### src/source/cf_math_pkg.sv
/*
 * Math helper package with small constant functions for sizing vectors
 */
package cf_math_pkg;

  // Number of bits needed to address every element of a vector of
  // num_idx entries
  // A vector of one element still needs a one-bit index so that the
  // port carrying it never collapses to zero width
  function automatic integer unsigned idx_width(input integer unsigned num_idx);
    integer unsigned bits;
    // Default for the single-entry case
    bits = 1;
    if (num_idx > 32'd1) begin
      // Ceiling of log2 gives the index width for all larger vectors
      bits = $clog2(num_idx);
    end
    return bits;
  endfunction

endpackage

### src/source/fp_fmt_pkg.sv
/*
 * Binary32 format package with field widths, exponent bias,
 * field types and the rounding-mode encoding
 */
package fp_fmt_pkg;

  // Width of the biased exponent field
  localparam int unsigned EXP_BITS = 8;

  // Width of the stored mantissa field, the hidden one is not counted
  localparam int unsigned MAN_BITS = 23;

  // Exponent bias of single precision
  localparam int unsigned BIAS = 127;

  // Full width of a packed word, sign plus both fields
  localparam int unsigned FP_WIDTH = 1 + EXP_BITS + MAN_BITS;

  // Biased exponent as stored in the word
  typedef logic [EXP_BITS-1:0] exp_t;

  // Stored mantissa bits, the fraction below the hidden one
  typedef logic [MAN_BITS-1:0] man_t;

  // Packed single-precision word
  // Bit 31 is the sign, bits 30 to 23 the exponent and bits 22 to 0 the mantissa
  typedef logic [FP_WIDTH-1:0] fp32_t;

  // Rounding modes of the conversion lane
  // The encoding follows the usual FPU order for the first four modes
  typedef enum logic [1:0] {
    // Round to nearest, ties go to the even mantissa
    RNE = 2'b00,
    // Truncate toward zero
    RTZ = 2'b01,
    // Round toward minus infinity
    RDN = 2'b10,
    // Round toward plus infinity
    RUP = 2'b11
  } rnd_mode_e;

endpackage

### src/source/lzc.sv
/*
 * Leading or trailing zero counter
 * A binary tree of selector nodes returns the index of the first set bit
 */
`timescale 1ns/1ns

module lzc #(
  // Number of input bits to scan
  parameter int unsigned WIDTH     = 2,
  // Set for a leading-zero count, clear for a trailing-zero count
  parameter bit          MODE      = 1'b0,
  // Width of the count, follows from WIDTH and is not meant to be changed
  parameter int unsigned CNT_WIDTH = cf_math_pkg::idx_width(WIDTH)
) (
  input  logic [WIDTH-1:0]     in_i,
  output logic [CNT_WIDTH-1:0] cnt_o,
  output logic                 empty_o
);

  if (WIDTH <= 1) begin : gen_single

    // A single bit either is set or counts as one zero
    assign cnt_o   = CNT_WIDTH'(~in_i[0]);
    assign empty_o = ~in_i[0];

  end else begin : gen_tree

    localparam int unsigned NUM_LEVELS = $clog2(WIDTH);
    // Node 0 is the root, the nodes of level l start at index 2**l - 1
    localparam int unsigned NUM_NODES  = 2 ** NUM_LEVELS - 1;

    // Bit order seen by the tree, always searched from bit 0 upward
    logic [WIDTH-1:0]                     scan;
    // Node has found a set bit somewhere below it
    logic [NUM_NODES-1:0]                 node_vld;
    // Index of the lowest set bit below the node
    logic [NUM_NODES-1:0][NUM_LEVELS-1:0] node_idx;

    if (MODE) begin : gen_flip
      // Leading mode reverses the vector so the top bit becomes index 0
      always_comb begin
        for (int unsigned i = 0; i < WIDTH; i++) begin
          scan[i] = in_i[WIDTH-1-i];
        end
      end
    end else begin : gen_keep
      assign scan = in_i;
    end

    for (genvar lvl = 0; lvl < NUM_LEVELS; lvl++) begin : gen_level
      localparam int unsigned BASE = 2 ** lvl - 1;

      for (genvar n = 0; n < 2 ** lvl; n++) begin : gen_node
        if (lvl == NUM_LEVELS - 1) begin : gen_leaf
          // Leaf nodes look straight at a pair of input bits
          if (2 * n + 1 < WIDTH) begin : gen_pair
            assign node_vld[BASE+n] = scan[2*n] | scan[2*n+1];
            // The lower bit wins when both are set
            assign node_idx[BASE+n] = scan[2*n] ? NUM_LEVELS'(2 * n)
                                                : NUM_LEVELS'(2 * n + 1);
          end else if (2 * n < WIDTH) begin : gen_odd
            // Odd width leaves one bit without a partner
            assign node_vld[BASE+n] = scan[2*n];
            assign node_idx[BASE+n] = NUM_LEVELS'(2 * n);
          end else begin : gen_pad
            // Leaves beyond the input never hold a set bit
            assign node_vld[BASE+n] = 1'b0;
            assign node_idx[BASE+n] = '0;
          end
        end else begin : gen_inner
          // Left child of this node in the next level down
          localparam int unsigned CHILD = 2 ** (lvl + 1) - 1 + 2 * n;

          assign node_vld[BASE+n] = node_vld[CHILD] | node_vld[CHILD+1];
          // Pass up the index of the lower child if it has a set bit
          assign node_idx[BASE+n] = node_vld[CHILD] ? node_idx[CHILD]
                                                    : node_idx[CHILD+1];
        end
      end
    end

    // The root carries the count for the whole vector
    assign cnt_o   = CNT_WIDTH'(node_idx[0]);
    assign empty_o = ~node_vld[0];

  end

endmodule

### src/source/i2f_normalize.sv
/*
 * First stage of the integer to binary32 conversion
 * Takes the magnitude, counts zeros and left-aligns the leading one
 */
`timescale 1ns/1ns

module i2f_normalize #(
  parameter int unsigned INT_WIDTH = 32
) (
  input  logic                                        clk_i,
  input  logic                                        reset_i,
  input  logic                                        valid_i,
  input  logic                                        signed_i,
  input  logic [INT_WIDTH-1:0]                        int_i,
  input  fp_fmt_pkg::rnd_mode_e                       rnd_mode_i,
  output logic                                        valid_o,
  output logic                                        sign_o,
  output logic                                        zero_o,
  output logic [cf_math_pkg::idx_width(INT_WIDTH)-1:0] exp_o,
  output logic [INT_WIDTH-1:0]                        mant_o,
  output logic [cf_math_pkg::idx_width(INT_WIDTH)-1:0] tz_o,
  output fp_fmt_pkg::rnd_mode_e                       rnd_mode_o
);

  localparam int unsigned CNT_W = cf_math_pkg::idx_width(INT_WIDTH);

  // Bit positions and zero counts inside the operand
  typedef logic [CNT_W-1:0] cnt_t;
  // Unsigned magnitude of the operand
  typedef logic [INT_WIDTH-1:0] mag_t;

  logic neg;
  mag_t mag;
  mag_t mag_norm;
  cnt_t lz_cnt;
  cnt_t tz_cnt;
  cnt_t lead_pos;
  logic mag_empty;

  // Only a signed operand with its top bit set is negative
  assign neg = signed_i & int_i[INT_WIDTH-1];

  // Two's-complement negation gives the magnitude
  // The most negative value maps onto itself, which is the right unsigned magnitude
  assign mag = neg ? mag_t'(-int_i) : int_i;

  // Leading zeros set the normalizing shift
  lzc #(
    .WIDTH (INT_WIDTH),
    .MODE  (1'b1)
  ) lead_cnt_i (
    .in_i    (mag),
    .cnt_o   (lz_cnt),
    .empty_o (mag_empty)
  );

  // Trailing zeros locate the lowest set bit for the sticky decision later on
  // The empty flag is already known from the leading counter
  lzc #(
    .WIDTH (INT_WIDTH),
    .MODE  (1'b0)
  ) trail_cnt_i (
    .in_i    (mag),
    .cnt_o   (tz_cnt),
    .empty_o ()
  );

  // Move the leading one up to the top bit
  assign mag_norm = mag << lz_cnt;

  // Position of the leading one, counted from bit 0
  assign lead_pos = cnt_t'(INT_WIDTH - 1) - lz_cnt;

  // Valid flag of the stage
  always_ff @(posedge clk_i) begin
    if (reset_i) begin
      valid_o <= 1'b0;
    end else begin
      valid_o <= valid_i;
    end
  end

  // Payload is only captured for an accepted operand
  always_ff @(posedge clk_i) begin
    if (valid_i) begin
      sign_o     <= neg;
      zero_o     <= mag_empty;
      exp_o      <= lead_pos;
      mant_o     <= mag_norm;
      tz_o       <= tz_cnt;
      // Mode travels along with its operand
      rnd_mode_o <= rnd_mode_i;
    end
  end

endmodule

### src/source/i2f_round.sv
/*
 * Second stage of the integer to binary32 conversion
 * Rounds the normalized magnitude, packs the word and flags inexact results
 */
`timescale 1ns/1ns

module i2f_round #(
  parameter int unsigned INT_WIDTH = 32
) (
  input  logic                                        clk_i,
  input  logic                                        reset_i,
  input  logic                                        valid_i,
  input  logic                                        sign_i,
  input  logic                                        zero_i,
  input  logic [cf_math_pkg::idx_width(INT_WIDTH)-1:0] exp_i,
  input  logic [INT_WIDTH-1:0]                        mant_i,
  input  logic [cf_math_pkg::idx_width(INT_WIDTH)-1:0] tz_i,
  input  fp_fmt_pkg::rnd_mode_e                       rnd_mode_i,
  output logic                                        valid_o,
  output fp_fmt_pkg::fp32_t                           result_o,
  output logic                                        inexact_o
);

  // Scratch width with room for the hidden one, the stored bits and the guard bit
  localparam int unsigned MIN_W = fp_fmt_pkg::MAN_BITS + 2;
  localparam int unsigned EXT_W = (INT_WIDTH >= MIN_W) ? INT_WIDTH : MIN_W;

  logic [EXT_W-1:0]      mant_ext;
  fp_fmt_pkg::man_t      man_kept;
  fp_fmt_pkg::man_t      man_rnd;
  fp_fmt_pkg::exp_t      exp_biased;
  fp_fmt_pkg::fp32_t     result_d;
  logic                  guard;
  logic                  sticky;
  logic                  round_up;
  logic                  carry;
  logic                  inexact_d;

  // Narrow operands are padded with zeros below, so the leading one stays on top
  assign mant_ext = EXT_W'(mant_i) << (EXT_W - INT_WIDTH);

  // Stored mantissa is the bits right under the leading one
  assign man_kept = mant_ext[EXT_W-2 -: fp_fmt_pkg::MAN_BITS];

  // First discarded bit
  assign guard = mant_ext[EXT_W-2-fp_fmt_pkg::MAN_BITS];

  // The guard bit sits at position exp - 24 of the magnitude
  // Any set bit below it means the lowest set bit lies under that position
  assign sticky = (32'(tz_i) + 32'(fp_fmt_pkg::MAN_BITS + 1)) < 32'(exp_i);

  // Round-up decision per mode
  always_comb begin
    round_up = 1'b0;
    case (rnd_mode_i)
      fp_fmt_pkg::RNE: round_up = guard & (sticky | man_kept[0]);
      fp_fmt_pkg::RUP: round_up = ~sign_i & (guard | sticky);
      fp_fmt_pkg::RDN: round_up = sign_i & (guard | sticky);
      fp_fmt_pkg::RTZ: round_up = 1'b0;
      default:         round_up = 1'b0;
    endcase
  end

  // Increment the mantissa, a carry out leaves it all zero
  assign {carry, man_rnd} = {1'b0, man_kept} + {{fp_fmt_pkg::MAN_BITS{1'b0}}, round_up};

  // Bias the leading-one position and take in the carry from rounding
  assign exp_biased = fp_fmt_pkg::exp_t'(exp_i)
                    + fp_fmt_pkg::exp_t'(fp_fmt_pkg::BIAS)
                    + fp_fmt_pkg::exp_t'(carry);

  // Zero has no leading one and packs as positive zero
  assign result_d = zero_i ? '0 : {sign_i, exp_biased, man_rnd};

  // Any discarded set bit makes the result inexact
  assign inexact_d = ~zero_i & (guard | sticky);

  // Valid flag of the stage
  always_ff @(posedge clk_i) begin
    if (reset_i) begin
      valid_o <= 1'b0;
    end else begin
      valid_o <= valid_i;
    end
  end

  // Result registers load together with their valid
  always_ff @(posedge clk_i) begin
    if (valid_i) begin
      result_o  <= result_d;
      inexact_o <= inexact_d;
    end
  end

endmodule

### src/source/i2f_conv_top.sv
/*
 * Integer to binary32 conversion lane
 * Two-stage pipeline of normalization and rounding
 */
`timescale 1ns/1ns

module i2f_conv_top #(
  parameter int unsigned INT_WIDTH = 32
) (
  input  logic                  clk_i,
  input  logic                  reset_i,
  input  logic                  valid_i,
  input  logic                  signed_i,
  input  logic [INT_WIDTH-1:0]  int_i,
  input  fp_fmt_pkg::rnd_mode_e rnd_mode_i,
  output logic                  valid_o,
  output fp_fmt_pkg::fp32_t     result_o,
  output logic                  inexact_o
);

  localparam int unsigned CNT_W = cf_math_pkg::idx_width(INT_WIDTH);

  // Stage 1 to stage 2 signals
  logic                  s1_valid;
  logic                  s1_sign;
  logic                  s1_zero;
  logic [CNT_W-1:0]      s1_exp;
  logic [INT_WIDTH-1:0]  s1_mant;
  logic [CNT_W-1:0]      s1_tz;
  fp_fmt_pkg::rnd_mode_e s1_rnd;

  i2f_normalize #(
    .INT_WIDTH (INT_WIDTH)
  ) normalize_i (
    .clk_i      (clk_i),
    .reset_i    (reset_i),
    .valid_i    (valid_i),
    .signed_i   (signed_i),
    .int_i      (int_i),
    .rnd_mode_i (rnd_mode_i),
    .valid_o    (s1_valid),
    .sign_o     (s1_sign),
    .zero_o     (s1_zero),
    .exp_o      (s1_exp),
    .mant_o     (s1_mant),
    .tz_o       (s1_tz),
    .rnd_mode_o (s1_rnd)
  );

  i2f_round #(
    .INT_WIDTH (INT_WIDTH)
  ) round_i (
    .clk_i      (clk_i),
    .reset_i    (reset_i),
    .valid_i    (s1_valid),
    .sign_i     (s1_sign),
    .zero_i     (s1_zero),
    .exp_i      (s1_exp),
    .mant_i     (s1_mant),
    .tz_i       (s1_tz),
    .rnd_mode_i (s1_rnd),
    .valid_o    (valid_o),
    .result_o   (result_o),
    .inexact_o  (inexact_o)
  );

endmodule

### config.mk
export PLATFORM = sky130hd
export DESIGN_NAME = i2f_conv_top
export DESIGN_NICKNAME = d
export VERILOG_FILES = /design/src/source/cf_math_pkg.sv /design/src/source/fp_fmt_pkg.sv /design/src/source/lzc.sv /design/src/source/i2f_normalize.sv /design/src/source/i2f_round.sv /design/src/source/i2f_conv_top.sv
export SDC_FILE = /design/constraint.sdc
export NUM_CORES = 1
export LEC_CHECK = 0
export BUFFER_PORTS_ARGS = -buffer_cell sky130_fd_sc_hd__buf_2
export CORE_MARGIN = 3
export CORE_UTILIZATION = 55
export DETAILED_ROUTE_END_ITERATION = 10
export PLACE_DENSITY_LB_ADDON = 0.08
export REMOVE_ABC_BUFFERS = 1
export SLEW_MARGIN = 15
export SYNTH_ARGS = -nofsm -noshare
export SYNTH_HDL_FRONTEND = slang
export SYNTH_HIERARCHICAL = 1
export SYNTH_SLANG_ARGS = --single-unit
### constraint.sdc
create_clock -name clk_i -period 7.2 [get_ports clk_i]
set_input_delay 0.36 -clock clk_i [delete_from_list [all_inputs] [get_ports clk_i]]
set_output_delay 0.36 -clock clk_i [all_outputs]
set_load 0.02 [all_outputs]
==> qor.txt <==
FLOORPLANNING
--------------------------------------------------------------------------------
Starting density of the core                                              0.5668
Width of the chip                                                       120.3 um
Die Footprint                                                         14460 um^2
Boundary pin count                                                            72
Core Region                                                           12670 um^2
Floorplan row count                                                           41
Die Y                                                                   120.3 um

GLOBAL ROUTING
--------------------------------------------------------------------------------
Wire length of the first global-routing pass                            34220 um
Pin count of the biggest net entering global routing                          59
Via count of the first global-routing pass                                  6438
GR Overflow Total                                                              0
Number of antenna violations at the first check in global routing              0
Global-route usage over all layers                                        0.2951

ROUTE
--------------------------------------------------------------------------------
Total Wirelength                                                        21620 um
Mean number of vias per cell                                               6.678
Vias                                                                        7139
Routed len/inst                                                         20.22 um
First-pass DRT Iterations                                                      6
Number of DRC markers after the initial detailed-route iteration             800
Post-route antenna net violation count                                         0
Remaining design rule violation count                                          0

STA
--------------------------------------------------------------------------------
Unrepaired setup endpoints after global routing                            false
Post-route clock period utilization                                       0.8080
Worst-Margin Slew                                                       996.2 ps
Post-route setup slack                                                   1383 ps
Fmax                                                                   171.9 MHz
Number of failing hold endpoints at the final stage                            0
Setup clock skew after layout                                           7.109 ps
Number of pins exceeding their max-slew limit in the final report              0
Final setup violation count                                                    0
Headroom to the max-slew limit                                            0.3358
Min Clock Period, post-route                                             5817 ps

CRITICAL PATH
--------------------------------------------------------------------------------
CP delay by family, top                                             simple AND/OR/NAND/NOR gates
Class of the most critical setup path                               input pin to flop
Crit. Startpoint                                                        int_i[0]
Buffers & Inverters on Critical Path                                           4
Sequence of cells on the critical path                              buf_2 -> inv_1 -> ha_1 -> nor3b_2 -> nand4_1 -> a211oi_1 -> inv_1 -> or4_4 -> nor2b_4 -> o211ai_2 -> a311oi_4 -> buf_4 -> nand4b_1 -> a21oi_1 -> nor4_1 -> and3_1 -> mux4_2 -> a22oi_1 -> a221oi_1
Worst R2R Path Depth                                                          18
Most common cell on crit path                                              inv_1
Slowest stage cell, crit path                                              or4_4
Critical Path End                                                   normalize_i/mant_o[30]
Startpoint of the worst-slack reg-to-reg timing path                normalize_i/tz_o[3]
Critical R2R Capture                                                round_i/result_o[27]
Largest driver fanout on the critical path                                    58
Worst EP required                                                        7290 ps
Worst-case register-to-register setup slack                              3350 ps
Type of element launching the critical path                            input pin
Crit end category                                                           flop
Delay of the slowest cell on the worst path                               590 ps
Crit path DAT                                                            5910 ps
Logic depth of the worst path, buffers included                               19

CLOCK NETWORK
--------------------------------------------------------------------------------
Worst-skew pair later-pin latency                                         330 ps
TritonCTS Sinks                                                               73
Number of CTS-inserted buffers                                                 9
TritonCTS clock tree                                                         yes
CTS Buffer Depth                                                               2
Post-cts repair resize count                                                   0
Number of levels the H-tree was split into                                     3
Root Buffer                                                            clkbuf_16
Post-CTS setup buffer count                                                    0
Clock Pin Slew Worst Setup and Hold Paths                                  50 ps
Post-cts hold buffer count                                                     0

SYNTH
--------------------------------------------------------------------------------
Post-synthesis average cell area                                      8.380 um^2
Number of warnings issued by yosys                                             6
Syn Inst Count                                                               857
Total standard cell area after synthesis                               7182 um^2

PLACE
--------------------------------------------------------------------------------
Port Buffer Count                                                             71
Routability congestion estimate from global placement                      1.030
Half-perimeter wire length after detailed placement                     16400 um
Worst-case setup slack after placement                                   1171 ps

MIN PATH
--------------------------------------------------------------------------------
HP Class                                                            input pin to flop

RUN STATUS
--------------------------------------------------------------------------------
Outcome                                                             finished, final reports clean

FINISH
--------------------------------------------------------------------------------
Antenna fix cells                                                              0
Net count reported at finish                                                 941
Core Util, Final                                                          0.6220
Count of filler cells inserted in the layout                                1116
Synth-to-layout area growth                                               9.739%
Layout cell share with drive strength beyond 1                            0.1695

POWER AND IR DROP
--------------------------------------------------------------------------------
Total power                                                           0.001519 W
Maximum resistive drop on vdd                                          0.1316 mV
Power per standard cell area                                        192.7 nW/um^2
Leakage component of the power                                          2.886 nW

JOB
--------------------------------------------------------------------------------
Number of maximum-capacitance violations                                       0

power by group:
group	switching, W	internal (W)	total, W
clock network	0.000146	0.000228	0.000374
logic	0.000363	0.000209	0.000571
registers	0.0000374	0.000536	0.000573
total	0.000546	0.000972	0.00152
cell type report:
| cell class | count | area [um^2] | area share |
|---|---|---|---|
| multi-input combinational | 666 | 4564 | 0.5791 |
| clock buffer | 11 | 232.7 | 0.02953 |
| timing repair buffer | 85 | 460.4 | 0.05842 |
| tap | 172 | 215.2 | 0.02731 |
| inverter | 57 | 214.0 | 0.02715 |
| sequential | 73 | 2172 | 0.2756 |
| clock inverter | 5 | 22.52 | 0.002858 |
layout by cell type (no fill, tap or decap), drive strengths merged, types with 5 or more instances in the layout:
master,n
nor2,104
buf,85
edfxtp,71
nand2,56
inv,54
a21oi,49
nor3,36
nor4,28
o21ai,27
nand3,23
xnor2,21
mux2i,18
nand4,17
or3,15
xor2,14
a211oi,13
nor2b,13
o211ai,13
or4,13
mux2,11
nand2b,11
ha,11
clkbuf,11
o22ai,10
and3,9
a31oi,9
a311oi,9
o31ai,8
a221oi,8
mux4,8
o311ai,8
clkinv,8
o221ai,7
a2111oi,7
and2,5
a41oi,5
o31a,5
o41ai,5
a21boi,5
metal layers:
| metal | global-route usage | part of all wire | vias to the layer above |
|---|---|---|---|
| met5 | 0 | 0 | - |
| met4 | 0.1593 | 0.056 | 0 |
| met3 | 0.04069 | 0.070 | 63 |
| met2 | 0.4686 | 0.45 | 388 |
| met1 | 0.3918 | 0.42 | 3326 |
| li1 | - | - | 3362 |
through the flow:
stage | TNS, ps | cells | area [um^2] | hold slack, ps
6_report | 0 | 1069 | 7881 | 209.7
5_1_grt | 0 | 1069 | 7881 | 195.9
2_1_floorplan | -9652 | 796 | 6933 | 431.6
3_5_place_dp | 0 | 1053 | 7626 | 541.3
4_1_cts | 0 | 1069 | 7881 | 193.9
3_3_place_gp | 0 | 1053 | 7626 | 538.5
flip-flops by register name, indices dropped and copies added, names as in the netlist:
name,flops
round_i/valid_o,1
normalize_i/zero_o,1
normalize_i/sign_o,1
round_i/inexact_o,1
normalize_i/exp_o,5
round_i/result_o,32
normalize_i/rnd_mode_o,2
normalize_i/mant_o,24
normalize_i/valid_o,1
normalize_i/tz_o,5
worst reg2reg max path: cells and delay by family (launching register included):
| family | cells | cell delay [ps] |
|---|---|---|
| compound gates | 2 | 280 |
| flops | 1 | 330 |
| buf+inv | 2 | 100 |
| fa+ha+maj | 5 | 1240 |
| xor+xnor | 1 | 130 |
| simple gates | 8 | 1510 |
how the worst min path moves through the flow:
stage                   from                        end  slack [ps]  cells after the start
2_1_floorplan        reset_i        normalize_i/valid_o         430                      1
4_1_cts        rnd_mode_i[0]  normalize_i/rnd_mode_o[0]         190                      1
5_1_grt        rnd_mode_i[0]  normalize_i/rnd_mode_o[0]         200                      1
3_5_place_dp   rnd_mode_i[0]  normalize_i/rnd_mode_o[0]         540                      1
3_3_place_gp   rnd_mode_i[0]  normalize_i/rnd_mode_o[0]         540                      1
6_report       rnd_mode_i[0]  normalize_i/rnd_mode_o[0]         210                      1
Note: power is estimated with default switching activity, not from simulation.
